[config.mk]
export PLATFORM = sky130hd
export DESIGN_NAME = cp0Top
export DESIGN_NICKNAME = d
export VERILOG_FILES = /design/src/rtl/tlbPkg.sv /design/src/rtl/cp0Pkg.sv /design/src/rtl/cp0Ifs.sv /design/src/rtl/cp0Top.sv /design/src/rtl/excVector.sv /design/src/rtl/tlbArray.sv /design/src/rtl/cp0Regs.sv
export SDC_FILE = /design/constraint.sdc
export NUM_CORES = 1
export LEC_CHECK = 0
export BUFFER_PORTS_ARGS = -buffer_cell sky130_fd_sc_hd__buf_2
export CAP_MARGIN = 5
export CORE_ASPECT_RATIO = 0.75
export CORE_MARGIN = 4
export CORE_UTILIZATION = 35
export DETAILED_ROUTE_END_ITERATION = 7
export GPL_TIMING_DRIVEN = 0
export PLACE_DENSITY_LB_ADDON = 0.25
export RECOVER_POWER = 50
export SYNTH_ARGS = -nofsm -noshare
export SYNTH_HDL_FRONTEND = slang
export SYNTH_SLANG_ARGS = --single-unit
[constraint.sdc]
create_clock -name clock -period 7.92 [get_ports clock]
set_input_delay 0.396 -clock clock [delete_from_list [all_inputs] [get_ports clock]]
set_output_delay 0.396 -clock clock [all_outputs]
set_load 0.02 [all_outputs]
[src/rtl/tlbPkg.sv]
package tlbPkg;

    localparam int vpnBits = 20;                        // 4 KiB pages in a 32-bit space
    localparam int pfnBits = 20;                        // 32-bit physical space

    typedef logic [vpnBits-1:0] vpnT;
    typedef logic [pfnBits-1:0] pfnT;
    typedef logic [vpnBits-2:0] vpn2T;                  // even/odd pair number

    // entrylo as seen by software
    typedef struct packed {
        pfnT        pfn;                                // 25:6
        logic [2:0] c;                                  // 5:3 cache attribute
        logic       d;                                  // 2 dirty means writable
        logic       v;                                  // 1 valid
        logic       rsvd;                               // 0 global bit slot, reads zero
    } entryLoT;

    typedef enum logic [1:0] {
        faultNone,
        faultRefill,                                    // no entry matched
        faultInvalid,                                   // matched but v clear
        faultModified                                   // store with d clear
    } tlbFaultT;

endpackage

[src/rtl/cp0Pkg.sv]
package cp0Pkg;

    typedef logic [4:0] regAddrT;                       // cp0 register number (rd field)

    localparam regAddrT regIndex    = 5'd0;             // tlb slot for tlbwi
    localparam regAddrT regEntryLo0 = 5'd2;             // even page mapping
    localparam regAddrT regEntryLo1 = 5'd3;             // odd page mapping
    localparam regAddrT regEntryHi  = 5'd10;            // vpn2 only
    localparam regAddrT regStatus   = 5'd12;
    localparam regAddrT regCause    = 5'd13;
    localparam regAddrT regEpc      = 5'd14;
    localparam regAddrT regErrorEpc = 5'd30;            // nmi return address

    typedef logic [4:0] excCodeT;

    localparam excCodeT excInt  = 5'd0;
    localparam excCodeT excMod  = 5'd1;                 // store to clean page
    localparam excCodeT excTlbL = 5'd2;                 // load or fetch miss/invalid
    localparam excCodeT excTlbS = 5'd3;                 // store miss/invalid

    localparam logic [31:0] vecReset      = 32'hBFC0_0000; // reset and nmi entry
    localparam logic [31:0] vecBaseBoot   = 32'hBFC0_0200; // bev set
    localparam logic [31:0] vecBaseNormal = 32'h8000_0000; // bev clear
    localparam logic [31:0] offRefill     = 32'h0000_0000;
    localparam logic [31:0] offGeneral    = 32'h0000_0180;
    localparam logic [31:0] offInterrupt  = 32'h0000_0200; // only with cause.iv

    typedef struct packed {
        logic [8:0] rsvd31;                             // 31:23
        logic       bev;                                // 22 boot vectors
        logic [5:0] rsvd21;                             // 21:16
        logic [7:0] im;                                 // 15:8 interrupt mask
        logic [2:0] rsvd7;                              // 7:5
        logic       um;                                 // 4 user mode
        logic       rsvd3;                              // 3
        logic       erl;                                // 2 error level
        logic       exl;                                // 1 exception level
        logic       ie;                                 // 0 global int enable
    } statusT;

    localparam logic [31:0] statusWriteMask = 32'h0040_FF17; // bev im um erl exl ie
    localparam logic [31:0] statusResetVal  = 32'h0040_0004; // bev and erl set

    localparam int causeIvBit = 23;                     // only writable cause bit

endpackage
[src/rtl/cp0Ifs.sv]
`timescale 1ns/100ps

// tlbwi path from the register file into the entry store
interface tlbWriteIf #(
    parameter int tlbEntries = 8
);
    import tlbPkg::*;

    logic                          write;               // one-cycle strobe
    logic [$clog2(tlbEntries)-1:0] index;               // from the index register
    vpn2T                          vpn2;                // from entryhi
    entryLoT                       lo0;                 // even page
    entryLoT                       lo1;                 // odd page

    modport regs (output write, index, vpn2, lo0, lo1);
    modport tlb  (input  write, index, vpn2, lo0, lo1);

endinterface

// status bits and return addresses the vector selector needs
interface excStateIf;

    logic        exl;
    logic        erl;
    logic        bev;
    logic        iv;                                    // cause.iv
    logic [31:0] epc;
    logic [31:0] errorEpc;
    logic        refillPending;                         // current w1 event is a refill

    modport regs (output exl, erl, bev, iv, epc, errorEpc, input refillPending);
    modport vec  (input exl, erl, bev, iv, epc, errorEpc, output refillPending);

endinterface

[src/rtl/cp0Top.sv]
`timescale 1ns/100ps

module cp0Top #(
    parameter int tlbEntries = 8                        // power of two, 2 to 16
) (
    input  logic             clock,
    input  logic             arstN,
    input  logic             issued,                    // qualifies mtc0 tlbwi eret
    input  logic             mtc0,
    input  cp0Pkg::regAddrT  regAddr,
    input  logic [31:0]      writeData,
    output logic [31:0]      readData,
    input  logic             tlbwi,
    input  tlbPkg::vpnT      lookupVpn,
    input  logic             lookupLoad,
    input  logic             lookupStore,
    input  logic             stall,
    output tlbPkg::pfnT      pfn,
    output logic             pfnValid,
    output tlbPkg::tlbFaultT fault,
    input  logic [5:0]       ints,
    input  logic             nmi,
    input  logic             excActive,
    input  cp0Pkg::excCodeT  excCode,
    input  logic             refill,
    input  logic [31:0]      restartPc,
    input  logic             eret,
    output logic             excPcSel,
    output logic [31:0]      excPc,
    output logic             kernelMode,
    output logic             enabledInt
);

    tlbWriteIf #(.tlbEntries(tlbEntries)) tlbWrBus ();  // regs to tlb
    excStateIf excStBus ();                             // regs to vector select

    cp0Regs #(.tlbEntries(tlbEntries)) regs_i (
        .clock      (clock),
        .arstN      (arstN),
        .issued     (issued),
        .mtc0       (mtc0),
        .regAddr    (regAddr),
        .writeData  (writeData),
        .readData   (readData),
        .tlbwi      (tlbwi),
        .ints       (ints),
        .excActive  (excActive),
        .nmi        (nmi),
        .excCode    (excCode),
        .restartPc  (restartPc),
        .eret       (eret),
        .kernelMode (kernelMode),
        .enabledInt (enabledInt),
        .tlbWr      (tlbWrBus.regs),
        .excSt      (excStBus.regs)
    );

    tlbArray #(.tlbEntries(tlbEntries)) tlb_i (
        .clock       (clock),
        .arstN       (arstN),
        .lookupVpn   (lookupVpn),
        .lookupLoad  (lookupLoad),
        .lookupStore (lookupStore),
        .stall       (stall),
        .pfn         (pfn),
        .pfnValid    (pfnValid),
        .fault       (fault),
        .tlbWr       (tlbWrBus.tlb)
    );

    excVector vec_i (
        .clock     (clock),
        .arstN     (arstN),
        .excActive (excActive),
        .nmi       (nmi),
        .excCode   (excCode),
        .refill    (refill),
        .eret      (eret),
        .issued    (issued),
        .excPcSel  (excPcSel),
        .excPc     (excPc),
        .excSt     (excStBus.vec)
    );

endmodule

[src/rtl/excVector.sv]
`timescale 1ns/100ps

module excVector (
    input  logic            clock,
    input  logic            arstN,
    input  logic            excActive,                  // exception or interrupt in w1
    input  logic            nmi,
    input  cp0Pkg::excCodeT excCode,
    input  logic            refill,                     // tlb miss flavour of excCode
    input  logic            eret,
    input  logic            issued,
    output logic            excPcSel,                   // pc override for fetch
    output logic [31:0]     excPc,
    excStateIf.vec          excSt
);
    import cp0Pkg::*;

    logic        bootPending;                           // first cycle out of reset
    logic        retEn;
    logic [31:0] vecBase;

    always_ff @(posedge clock or negedge arstN) begin
        if (!arstN) begin
            bootPending <= 1'b1;
        end else begin
            bootPending <= 1'b0;
        end
    end

    assign retEn               = eret & issued;
    assign excSt.refillPending = excActive & refill & ~nmi;
    assign vecBase             = excSt.bev ? vecBaseBoot : vecBaseNormal;
    assign excPcSel            = bootPending | excActive | retEn;

    always_comb begin
        if (bootPending || (excActive && nmi)) begin
            excPc = vecReset;
        end else if (retEn) begin
            excPc = excSt.erl ? excSt.errorEpc : excSt.epc;
        end else if (excSt.refillPending && !excSt.exl) begin
            excPc = vecBase + offRefill;                // nested refill goes general
        end else if (excCode == excInt && excSt.iv) begin
            excPc = vecBase + offInterrupt;
        end else begin
            excPc = vecBase + offGeneral;
        end
    end

endmodule

[src/rtl/tlbArray.sv]
`timescale 1ns/100ps

module tlbArray #(
    parameter int tlbEntries = 8
) (
    input  logic             clock,
    input  logic             arstN,
    input  tlbPkg::vpnT      lookupVpn,                 // data side, cycle n
    input  logic             lookupLoad,
    input  logic             lookupStore,
    input  logic             stall,                     // hold the result register
    output tlbPkg::pfnT      pfn,                       // cycle n+1
    output logic             pfnValid,
    output tlbPkg::tlbFaultT fault,
    tlbWriteIf.tlb           tlbWr
);
    import tlbPkg::*;

    logic [tlbEntries-1:0] used;                        // entry written since reset
    vpn2T                  vpn2Mem [tlbEntries];
    entryLoT               lo0Mem  [tlbEntries];
    entryLoT               lo1Mem  [tlbEntries];
    logic                  hit;
    entryLoT               hitLo;                       // half picked by vpn bit 0
    logic                  access;
    logic                  validNext;
    tlbFaultT              faultNext;

    always_ff @(posedge clock or negedge arstN) begin
        if (!arstN) begin
            used <= '0;                                 // nothing can match
        end else if (tlbWr.write) begin
            used[tlbWr.index] <= 1'b1;
        end
    end

    always_ff @(posedge clock) begin
        if (tlbWr.write) begin
            vpn2Mem[tlbWr.index] <= tlbWr.vpn2;
            lo0Mem[tlbWr.index]  <= tlbWr.lo0;
            lo1Mem[tlbWr.index]  <= tlbWr.lo1;
        end
    end

    // fully associative match over all slots
    always_comb begin
        hit   = 1'b0;
        hitLo = '0;
        for (int i = 0; i < tlbEntries; i++) begin
            if (used[i] && vpn2Mem[i] == lookupVpn[vpnBits-1:1]) begin
                hit   = 1'b1;
                hitLo = lookupVpn[0] ? lo1Mem[i] : lo0Mem[i];
            end
        end
    end

    assign access = lookupLoad | lookupStore;

    always_comb begin
        validNext = 1'b0;
        faultNext = faultNone;
        if (access) begin
            if (!hit) begin
                faultNext = faultRefill;
            end else if (!hitLo.v) begin
                faultNext = faultInvalid;
            end else if (lookupStore && !hitLo.d) begin
                faultNext = faultModified;              // clean page is read only
            end else begin
                validNext = 1'b1;
            end
        end
    end

    always_ff @(posedge clock or negedge arstN) begin
        if (!arstN) begin
            pfnValid <= 1'b0;
            fault    <= faultNone;
        end else if (!stall) begin
            pfnValid <= validNext;
            fault    <= faultNext;
        end
    end

    always_ff @(posedge clock) begin
        if (!stall) begin
            pfn <= hitLo.pfn;                           // zero on a miss
        end
    end

endmodule

[src/rtl/cp0Regs.sv]
`timescale 1ns/100ps

module cp0Regs #(
    parameter int tlbEntries = 8                        // sizes index
) (
    input  logic            clock,
    input  logic            arstN,
    input  logic            issued,                     // w1 instruction commits
    input  logic            mtc0,
    input  cp0Pkg::regAddrT regAddr,                    // shared by mtc0 and mfc0
    input  logic [31:0]     writeData,
    output logic [31:0]     readData,                   // mfc0 result, combinational
    input  logic            tlbwi,
    input  logic [5:0]      ints,                       // hw lines ip7..ip2
    input  logic            excActive,
    input  logic            nmi,
    input  cp0Pkg::excCodeT excCode,
    input  logic [31:0]     restartPc,
    input  logic            eret,
    output logic            kernelMode,
    output logic            enabledInt,                 // an unmasked line is up
    tlbWriteIf.regs         tlbWr,
    excStateIf.regs         excSt
);
    import cp0Pkg::*;
    import tlbPkg::*;

    localparam int idxBits = $clog2(tlbEntries);

    logic [idxBits-1:0] indexReg;
    entryLoT            entryLo0;
    entryLoT            entryLo1;
    vpn2T               entryHi;
    statusT             status;
    logic               causeIv;
    excCodeT            causeExc;
    logic [31:0]        epc;
    logic [31:0]        errorEpc;
    logic               wrEn;                           // mtc0 that really commits
    logic               retEn;
    excCodeT            codeNext;                       // code recorded on entry

    function automatic entryLoT loFromWord(logic [31:0] w);
        entryLoT lo;
        lo      = entryLoT'(w[25:0]);
        lo.rsvd = 1'b0;                                 // no global bit
        return lo;
    endfunction

    assign wrEn  = mtc0 & issued & ~excActive;          // exception wins the cycle
    assign retEn = eret & issued;

    // a refill always records a tlb load or store code
    assign codeNext = !excSt.refillPending   ? excCode :
                      (excCode == excTlbS)   ? excTlbS : excTlbL;

    always_ff @(posedge clock or negedge arstN) begin
        if (!arstN) begin
            status   <= statusT'(statusResetVal);       // kernel via erl
            causeIv  <= 1'b0;
            causeExc <= excInt;
        end else if (excActive) begin
            if (nmi) begin
                status.erl <= 1'b1;
                status.bev <= 1'b1;
            end else begin
                status.exl <= 1'b1;
                causeExc   <= codeNext;
            end
        end else if (retEn) begin
            if (status.erl) begin
                status.erl <= 1'b0;                     // nmi/reset return first
            end else begin
                status.exl <= 1'b0;
            end
        end else if (wrEn) begin
            if (regAddr == regStatus) begin
                status <= statusT'(writeData & statusWriteMask);
            end
            if (regAddr == regCause) begin
                causeIv <= writeData[causeIvBit];
            end
        end
    end

    always_ff @(posedge clock) begin
        if (wrEn) begin
            case (regAddr)
                regIndex:    indexReg <= writeData[idxBits-1:0];
                regEntryLo0: entryLo0 <= loFromWord(writeData);
                regEntryLo1: entryLo1 <= loFromWord(writeData);
                regEntryHi:  entryHi  <= writeData[31:13];  // asid field dropped
                default: ;
            endcase
        end
    end

    always_ff @(posedge clock) begin
        if (excActive && !nmi && !status.exl) begin
            epc <= restartPc;                           // nested entry keeps old epc
        end else if (wrEn && regAddr == regEpc) begin
            epc <= writeData;
        end
        if (excActive && nmi) begin
            errorEpc <= restartPc;
        end else if (wrEn && regAddr == regErrorEpc) begin
            errorEpc <= writeData;
        end
    end

    always_comb begin
        case (regAddr)
            regIndex:    readData = {{(32-idxBits){1'b0}}, indexReg};
            regEntryLo0: readData = {6'b0, entryLo0};
            regEntryLo1: readData = {6'b0, entryLo1};
            regEntryHi:  readData = {entryHi, 13'b0};
            regStatus:   readData = status;
            regCause:    readData = {8'b0, causeIv, 7'b0, ints, 3'b0, causeExc, 2'b0};
            regEpc:      readData = epc;
            regErrorEpc: readData = errorEpc;
            default:     readData = '0;                 // unimplemented
        endcase
    end

    assign kernelMode = ~status.um | status.exl | status.erl;
    assign enabledInt = status.ie & ~status.exl & ~status.erl & |(ints & status.im[7:2]);

    assign tlbWr.write = tlbwi & issued;
    assign tlbWr.index = indexReg;
    assign tlbWr.vpn2  = entryHi;
    assign tlbWr.lo0   = entryLo0;
    assign tlbWr.lo1   = entryLo1;

    assign excSt.exl      = status.exl;
    assign excSt.erl      = status.erl;
    assign excSt.bev      = status.bev;
    assign excSt.iv       = causeIv;
    assign excSt.epc      = epc;
    assign excSt.errorEpc = errorEpc;

endmodule

After elaboration in Yosys (flattened, before gate mapping)

Memory sizes are Yosys's and may differ from the RTL's.
Index checks and enable logic that the tools add are counted.

Add/subtract/negate cells: 2
Order comparisons: 2
Equality and inequality tests: 20
Multiplexer cells: 58
Bitwise operators: 22
Reduce and logical (&&, ||, !) cells: 40

Operators with widths:

| cell                                                              | count |
|---|---|
| 26-bit 2-to-1 mux                                                 | 16 |
| 32-bit 2-to-1 mux                                                 | 9 |
| 32-bit case mux with 8 select lines                               | 1 |
| 19-bit == test                                                    | 8 |
| 23-bit 2-to-1 mux                                                 | 2 |
| 32-bit by 10-bit adder with 32-bit output (second input constant) | 1 |
| 32-bit by 9-bit adder with 32-bit output (second input constant)  | 1 |
| 30-bit 2-to-1 mux                                                 | 1 |
| 5-bit by 4-bit == test with 1-bit output (second input constant)  | 4 |
| 1-bit 2-to-1 mux                                                  | 20 |
| 20-bit 2-to-1 mux                                                 | 1 |
| 1-bit logical AND                                                 | 17 |
| 4-bit AND reduction                                               | 4 |
| 5-bit by 2-bit == test with 1-bit output (second input constant)  | 3 |
| 2-bit 2-to-1 mux                                                  | 6 |
| 5-bit logical NOT                                                 | 2 |
| 2-bit AND reduction                                               | 5 |
| 1-bit AND                                                         | 9 |
| 8-bit OR                                                          | 1 |
| 2-bit nonzero test                                                | 4 |
| 6-bit AND                                                         | 1 |
| 2-bit != test (second input constant)                             | 3 |
| 1-bit NOT                                                         | 6 |
| 3-bit nonzero test                                                | 2 |
| 11 further kinds                                                  | 17 |

Bits in registers: 187
Bits in writable memories: 552
Input bits: 112
Output and inout bits: 90
Word-level logic and storage cells: 172
Memories kept: 3

Memory list:

| memory        | depth | width | read ports | clocked after Yosys merged registers in | wr ports | line           | RTL |
|---|---|---|---|---|---|---|---|
| tlb_i.lo0Mem  | 8     | 25    | 8          | 0                                       | 1        | tlbArray.sv:21 | `entryLoT lo0Mem [tlbEntries];` |
| tlb_i.lo1Mem  | 8     | 25    | 8          | 0                                       | 1        | tlbArray.sv:22 | `entryLoT lo1Mem [tlbEntries];` |
| tlb_i.vpn2Mem | 8     | 19    | 8          | 0                                       | 1        | tlbArray.sv:20 | `vpn2T vpn2Mem [tlbEntries];` |

Depth between registers and ports, before layout

Gate-level depths: netlist (run 1).
An unclocked memory read counts as a cell.

Depth in word-level cells: 17
Mapped depth: 10
Mapped depth without buffers: 8

Hierarchy

From an unflattened synthesis (run 1), not the netlist that was laid out.

Cells, all modules: 1762
Area, all modules: 28698.8 µm²

Modules (own cells, without submodules):

| module    | instances | cells an instance | area an instance (µm²) | sequential area each (µm²) |
|---|---|---|---|---|
| tlbArray  | 1         | 1229              | 21331.7                | 16010.4 |
| cp0Regs   | 1         | 439               | 6720.2                 | 4561.9 |
| excVector | 1         | 94                | 646.9                  | 26.3 |

Least setup slack after synthesis (run 1)

OpenSTA, ideal clock, no wires.

Path kind: register to register
Start: register regs_i.indexReg[0] (netlist: regs_i.tlbWr.index[0])
End: register tlb_i.used[0]
Library setup time: 0.091 ns
Arrival: 5.423 ns
Required time: 7.829 ns
Path slack: 2.406 ns
Cell stages (with the launch flop): 4
Buffers on the path: 0
Period minus slack after synthesis: 5.514 ns
Cells stage by stage: edfxtp_1 -> nand3b_1 -> nor3_1 -> or2_2

Word-level cells in the longest chain between the ends: 5
Elaborated cells on any way between the ends: 6
Those cells by class: order compare: 2; mux: 2; bitwise: 1; reduce/logical: 1

RTL lines:

| what                                                                                                                                                 | line           | RTL |
|---|---|---|
| start, declared                                                                                                                                      | cp0Regs.sv:30  | `logic [idxBits-1:0] indexReg;` |
| start signal, assigned                                                                                                                               | cp0Regs.sv:89  | `regIndex: indexReg <= writeData[idxBits-1:0];` |
| 3-bit by 4-bit less-than comparator with 1-bit output (implied by the code) / 3-bit by 1-bit >= comparator with 1-bit output (equally long branches) | tlbArray.sv:33 | `used[tlbWr.index] <= 1'b1;` |
| 1-bit logical AND (implied by the code)                                                                                                              | tlbArray.sv:33 |  |
| 1-bit 2-to-1 mux (implied by the code)                                                                                                               | tlbArray.sv:33 |  |
| 1-bit demux with 3-bit select (*)                                                                                                                    | --             |  |
| 8-bit OR (no source line) (*)                                                                                                                        | --             |  |
| end signal, assigned                                                                                                                                 | tlbArray.sv:31 | `used <= '0;` |
| end signal, assigned by index                                                                                                                        | tlbArray.sv:33 |  |
| end, declared                                                                                                                                        | tlbArray.sv:19 | `logic [tlbEntries-1:0] used;` |

Mark *: on every way between the ends. The rest lies on a longest branch, timed or not.
A chain may end at the register's enable or synchronous reset.

Worst setup path after layout (run 1)

Start: input regAddr[3]
End: output readData[25]

Word-level cells in the longest chain between the ends: 2
Elaborated cells on any way between the ends: 9
Those cells by class: eq/ne: 7; mux: 1; reduce/logical: 1

RTL lines:

| what                                        | line           | RTL |
|---|---|---|
| start, declared                             | cp0Top.sv:10   | `input cp0Pkg::regAddrT regAddr,` |
| 5-bit == test, or another cell as far along | cp0Regs.sv:112 | `case (regAddr)` |
| 32-bit case mux with 8 select lines (*)     | cp0Regs.sv:112 |  |
| end, declared                               | cp0Top.sv:12   | `output logic [31:0] readData,` |

Marks and branches as above.

==> key figures, run 1 <==
Die
  • Starting density of the core: 35.5%
  • Core area: 82,700 um^2
  • Total Die Area: 88,500 um^2
  • Rows: 91
  • Die height: approximately 260 um
  • Die W: 342 um
  • Ports: a little over 200

Pwr
  • Internal power: 6010 uW
  • Sw Share: 22.3%
  • Leak: 0.0116 uW
  • Comb pwr share: 5.6%
  • Switching Power: between 1500 and 2000 uW
  • Clock share of power: 42.4%
  • Max IR drop VDD: about 0.15 mV
  • Seq pwr share: 52.1%
  • Power Density: 224 nW/um^2

Synth
  • Ys Warns: 0
  • Post-Syn Area: 29,300 um^2
  • Mapped Avg Cell Area: 15.7 um^2
  • Post-synth ARST share: 4.49%
  • Seq cells post-synth: 691
  • Number of distinct library cells after synthesis: 67
  • Mapped Cells: 1,874
  • Post-synth EDFFs: 660
  • Main synth FF type: edfxtp_1
  • Syn Nets: slightly below 2,000
  • Sequential-to-total area share from yosys stat: ~70%

GRT
  • Gr ovfl total: 0
  • Vias in the first global route: ~18,000
  • First-pass GRT wire length: 137 mm
  • Overall Global Routing Usage: 21.6%
  • Initial antenna violation count: 10
  • Largest net degree at the start of global routing: 32

Final layout
  • Util after Layout: 41.8%
  • Layout cells sized above 1: approximately 21%
  • Layout area overhead: 17.9%
  • Final nets: about 2,300
  • Layout filler cell count: 7,555
  • Final non-filler cell total: between 3,000 and 4,000
  • Design area: 34,600 um^2

Worst hold path
  • HP Class: in -> reg

Worst setup path
  • Slowest cell on the critical path: clkbuf_1
  • CP top delay family: buffers and inverters
  • Req. time, crit path: approximately 7.5 ns
  • Worst reg2reg startpoint: tlb_i.vpn2Mem[6][1]
  • Crit. path cell count: 9
  • Reg2Reg Depth: 7
  • Chain of cells forming the critical path: clkbuf_1, nand2_1, or2_2, clkbuf_1, nor2_1, clkbuf_1, a22oi_1, nand3_1, buf_2
  • Setup crit end: readData[25]
  • Arrival time of the worst setup path: ~4.8 ns
  • Critical Path Source Type: primary input
  • Most used cell, CP: clkbuf_1
  • Critical path buffer and inverter count: 4
  • Crit path kind: in -> out
  • Crit path capture type: primary output
  • Worst reg-to-reg setup slack: 4.38 ns
  • Max incr delay on CP: 0.93 ns
  • CP Launch Point: regAddr[3]
  • Worst r2r dst: tlb_i.pfn[11]
  • Crit path max fanout: 10

STA
  • Final Hold Vio Count: 0
  • Max Freq: just under 0.2 GHz
  • Final Cycle Share: 65.0%
  • PnR worst setup slack: 2.77 ns
  • RSZ-0062 raised after global routing: no
  • Final slew viol count: about 130
  • Worst Skew: approximately 0.035 ns
  • Final setup fails: 0
  • Worst-Margin Slew: 2.64 ns
  • Slew HR: -75.8%
  • Fin crit period: 5.15 ns

Outcome
  • Failing checks: capacitance limit, slew limit
  • Status: finished with violations

Detailed routing
  • Antenna Violating Nets Remaining: 0
  • DR vias: approximately 19,000
  • DR iter-0 viols: 2,611
  • Routed WL: 97.4 mm
  • Per-cell routed wire length: 29.1 um
  • DRC: 0
  • First-pass DRT Iterations: 6
  • Via density: 5.62

Place
  • Placed cells: 3,207
  • Dpl cell area: between 30,000 and 40,000 um^2
  • Placer Congestion: 0.893
  • Dpl hpwl: 68.9 mm
  • Setup WS pre-CTS: approximately 3.5 ns
  • Port-buffer cells: 180

Run
  • Maxcap violations: 6

CTS
  • Setup bufs post-CTS: 0
  • Clk_lat worst skew: about 0.62 ns
  • Clock tree buffer depth: 3
  • Number of clock sinks: 691
  • CTS tree: yes
  • Clk pin slew, worst setup/hold paths: approximately 0.060 ns
  • Max H-tree Level: 3
  • CTS Buf Count: 72
  • Clock root buffer master: clkbuf_16
## repair_timing
item	in CTS	in global routing
hold buffers	11	0
gates resized for setup	0	0
hold endpoints to repair	17	0
## registers in the layout, summed over array words and instances, names as in the netlist, 2 cells and up
signal                 flops
regs_i.tlbWr.vpn2         19
regs_i.causeExc            5
tlb_i.lo0Mem             176
tlb_i.used                 8
regs_i.excSt.errorEpc     32
regs_i.tlbWr.lo1          25
regs_i.excSt.epc          32
regs_i.tlbWr.lo0          25
tlb_i.lo1Mem             176
regs_i.tlbWr.index         3
tlb_i.fault                2
tlb_i.vpn2Mem            152
regs_i.status             10
tlb_i.pfn                 20
## per-layer routing
metal | global-route usage [%] | vias to the layer above | part of all wire (%)
met3 | 5.74 | 137 | 11
met2 | 31.1 | 1086 | 42
li1 | - | 7963 | -
met4 | 4.91 | 6 | 2.0
met5 | 0 | - | 0.044
met1 | 32.6 | 9635 | 45
## tightest hold or removal path, cell delays in order
cell	delay, ns
buf_2	0.10
nand2b_1	0.05
o21ai_0	0.06
## power groups by stage
stage               clock [uW]  combinational (uW)  sequential, uW
floorplan                    0                 232            4100
global placement             0                 408            4110
detailed placement           0                 424            4100
CTS                       3330                 431            4020
global route              3500                 453            4030
finish                    3280                 431            4030
## cell usage in the layout, fill, tap and decap left out, types with 50 or more instances in the layout
cell type  count
edfxtp_1     660
xnor2_1       67
clkbuf_1     135
a22oi_1       50
clkbuf_16     73
buf_2        148
a21oi_1       56
mux2_2       141
nand2_1       61
mux2i_1      139
nor2_1        76
xor2_1        81
nand3_1       52
## cells in the mapped netlist, drive strengths merged, types with 34 or more instances
library cell  instances  area (um^2)
xor2                 81          709
nand4                34          213
o21ai                45          229
edfxtp              660        19800
nor4                 35          219
nand3                52          260
clkbuf               64          240
a21oi                56          280
xnor2                71          652
a22oi                50          375
nand2                61          229
buf                  40          218
mux2i               139         1390
mux2                141         1590
nor2                 78          293
## through the flow
| step | total power, uW | hold WS [ns] | TNS [ns] |
|---|---|---|---|
| floorplan | 4330 | 0.100 | 0 |
| global placement | 4510 | 0.467 | -142.67 |
| finish | 7730 | 0.0505 | 0 |
| CTS | 7780 | 0.000347 | 0 |
| detailed placement | 4530 | 0.472 | 0 |
| global route | 7980 | 0.0502 | 0 |
## final cells by class
class	count	area (um^2)	share of cell area, %
clock buffers	87	1910	5.52
multi-input cells	1072	8310	24.0
plain buffers	104	457	1.32
diodes	4	10.0	0.0289
flip-flops and latches	691	20600	59.6
repair buffers	228	1530	4.42
inverters	7	26.3	0.0760
well taps	1116	1400	4.04
clock inverters	41	335	0.970
## how the worst min path moves through the flow
| stage | endpoint | depth (start not counted) | start | slack (ns) |
|---|---|---|---|---|
| after CTS | regs_i.tlbWr.lo1[20] | 1 | writeData[20] | 0.0003 |
| after detailed placement | regs_i.causeExc[3] | 2 | regs_i.causeExc[3] | 0.47 |
| after floorplan | regs_i.causeExc[0] | 0 | arstN | 0.10 |
| after global routing | regs_i.causeExc[3] | 3 | excCode[3] | 0.05 |
| final | regs_i.causeExc[3] | 3 | excCode[3] | 0.05 |
| after global placement | regs_i.causeExc[3] | 2 | regs_i.causeExc[3] | 0.47 |
## cell families (layout without fill, tap and decap cells)
| group | count (synthesis) | count (layout) | synth area share (%) |
|---|---|---|---|
| AOI/OAI and AO/OA | 282 | 282 | 6.86 |
| other | 1 | 5 | 0.0128 |
| xor gates and xnor gates | 152 | 152 | 4.64 |
| muxes | 280 | 280 | 10.2 |
| buffers and inverters | 111 | 467 | 1.65 |
| DFF | 691 | 691 | 70.2 |
| adders and majority gates | 1 | 1 | 0.0427 |
| and+or+nand+nor | 356 | 356 | 6.40 |
Note: power is estimated with default switching activity, not from simulation.
==> run 2, diff against run 1 <==
Clock period 7.92 ns to 4.7 ns, I/O delays scaled along.
==> run 2 against run 1 <==
Net effect: cell area is 2.1% higher; die area is the same; count of clock-buffer cells in the layout increased by 12; critical endpoint unchanged; global-route usage barely moved; cell count is 1.9% higher; power grew 71%; the run still ends with capacitance limit, slew limit left; hold slack gained 0.014 ns; wire length down 0.25%; critical path depth unchanged; sequential power rose by 68%; via count increased by 0.14%.
==> key figures, run 2 (same netlist as run 1, synthesis figures left out) <==
Final layout
  • Largest registers: tlb_i.lo0Mem: 176 flops, tlb_i.lo1Mem: 176 flops, tlb_i.vpn2Mem: 152 flops
  • Layout cells sized above 1: 19.6% (-0.94 points)
  • Final nets: 2,351 (+2.7%)
  • Commonest non-fill, non-tap cell in the layout: edfxtp_1
  • Final non-filler cell total: 3,414 (+1.9%)
  • Most frequent cells in the layout: edfxtp_1 (660), clkbuf_1 (155), buf_2 (143)
  • Layout filler cell count: 7,557 (+0.026%)
  • Layout area overhead: 20.4%
  • Design area: 35,300 um^2 (+2.1%)

Worst setup path
  • Worst reg-to-reg setup slack: 1.27 ns (-3.11 ns)
  • Worst reg2reg startpoint: tlb_i.vpn2Mem[0][6]
  • Crit path max fanout: 10 (unchanged)
  • Reg2Reg Depth: 9 (+2)
  • Req. time, crit path: 4.47 ns (-3.05 ns)
  • CP Launch Point: regAddr[3]
  • Arrival time of the worst setup path: 4.18 ns (-0.57 ns)
  • Setup crit end: readData[25]
  • Crit path kind: in -> out
  • Crit path capture type: primary output
  • Critical Path Source Type: primary input
  • Worst r2r dst: tlb_i.pfn[19]

STA
  • RSZ-0062 raised after global routing: no
  • Final Hold Vio Count: 0 (unchanged)
  • Final slew viol count: 53 (-60%)
  • Max Freq: 0.226 GHz
  • Final Cycle Share: 94.0%
  • Worst-Margin Slew: 2.63 ns (-0.0105 ns)
  • Final setup fails: 0 (unchanged)
  • Worst Skew: 0.0304 ns (-0.00421 ns)
  • Slew HR: -75.1% (+0.70 points)
  • Fin crit period: 4.42 ns

Die
  • Core area: 82,700 um^2 (unchanged)
  • Total Die Area: 88,500 um^2 (unchanged)
  • Die height: 259 um (unchanged)
  • Rows: 91 (unchanged)
  • Starting density of the core: 35.5% (unchanged)
  • Ports: 202 (unchanged)
  • Die W: 342 um (unchanged)

Place
  • Dpl hpwl: 69.3 mm (+0.57%)
  • Placer Congestion: 0.891 (-0.24%)
  • Port-buffer cells: 180 (unchanged)
  • Placed cells: 3,204 (-0.094%)
  • Dpl cell area: 32,400 um^2 (+0.24%)

Run
  • Maxcap violations: 2 (-4)

Pwr
  • Power Density: 374 nW/um^2 (+67%)
  • Leak: 0.0119 uW (+2.3%)
  • Max IR drop VDD: 0.238 mV (+56%)

Outcome
  • Status: finished with violations
  • Failing checks: capacitance limit, slew limit

Detailed routing
  • First-pass DRT Iterations: 7 (+1)
  • Routed WL: 97.2 mm (-0.25%)
  • DRC: 0 (unchanged)
  • DR vias: 18,900 (+0.14%)
  • Via density: 5.52 (-1.7%)
  • DR iter-0 viols: 1,977 (-24%)
  • Per-cell routed wire length: 28.5 um (-2.1%)
  • Antenna Violating Nets Remaining: 0 (unchanged)

GRT
  • Gr ovfl total: 0 (unchanged)
  • First-pass GRT wire length: 137 mm (+0.11%)
  • Largest net degree at the start of global routing: 32 (unchanged)
  • Initial antenna violation count: 4 (-6)
  • Overall Global Routing Usage: 21.6% (about the same)
  • Vias in the first global route: 18,700 (+1.7%)

CTS
  • Clock root buffer master: clkbuf_16
  • Clk pin slew, worst setup/hold paths: 0.06 ns (about the same)
  • Setup bufs post-CTS: 0 (unchanged)
  • Clock tree buffer depth: 3 (unchanged)
  • CTS tree: yes
  • Max H-tree Level: 3 (unchanged)
  • CTS Buf Count: 72 (unchanged)
  • Number of clock sinks: 691 (unchanged)
  • Clk_lat worst skew: 0.63 ns (about the same)

Worst hold path
  • HP Class: in -> reg
  • Worst hold start: nmi
run 2: area by class of cell:
cell class | count | area (um^2) | share of cell area (%)
Multi-Input combinational cell | 1072 | 8330 | 23.6
Buffer | 104 | 458 | 1.30
Sequential cell | 691 | 20600 | 58.4
Clock buffer | 99 | 1970 | 5.59
Timing Repair Buffer | 290 | 2180 | 6.17
Inverter | 7 | 26.3 | 0.0744
Tap cell | 1116 | 1400 | 3.96
Antenna cell | 2 | 5.00 | 0.0142
Clock inverter | 33 | 332 | 0.939
run 2: worst min path at each step:
| stage | slack (ns) | to | cells after the start |
|---|---|---|---|
| 4_1_cts | 0.01 | regs_i.causeExc[0] | 3 |
| 3_3_place_gp | 0.45 | regs_i.tlbWr.vpn2[17] | 1 |
| 3_5_place_dp | 0.44 | regs_i.tlbWr.vpn2[15] | 1 |
| 5_1_grt | 0.05 | regs_i.tlbWr.index[1] | 2 |
| 2_1_floorplan | -0.06 | regs_i.causeExc[0] | 0 |
| 6_report | 0.06 | regs_i.causeExc[0] | 3 |
run 2: routing by layer:
metal	track usage, %	routed length, um
met1	31.7	43800
met4	5.68	2500
met3	7.14	10600
met5	0	25
met2	30.6	40200
run 2: report_power, final:
part           switching [uW]  internal (uW)
clock                    2420           3240
sequential               40.5           6740
combinational             480            291
total                    2940          10300
run 2: stage by stage:
stage | TNS (ns) | util, % | total power (uW) | setup WS (ns) | hold slack (ns)
6_report | 0 | 42.7 | 13200 | 0.282 | 0.0642
2_1_floorplan | 0 | - | 7300 | 0.531 | -0.0606
3_5_place_dp | 0 | 39.2 | 7630 | 0.406 | 0.442
5_1_grt | 0 | 42.7 | 13600 | 0.249 | 0.0542
4_1_cts | 0 | 42.9 | 13300 | 0.397 | 0.0134
3_3_place_gp | -803.66 | 38.3 | 7610 | -3.10 | 0.445
run 2: repair_timing:
action,in CTS,in global routing
hold buffers,75,0
resized for setup,0,0
endpoints found under the setup margin,0,0
endpoints found under the hold margin,185,0
run 2: critical path, cell delays in order:
cell      delay [ns]
buf_2           0.39
nand2_1         0.19
or2_2           0.30
clkbuf_1        0.28
nor2_1          0.92
clkbuf_1        0.93
a22oi_1         0.36
nand3_1         0.32
buf_2           0.22
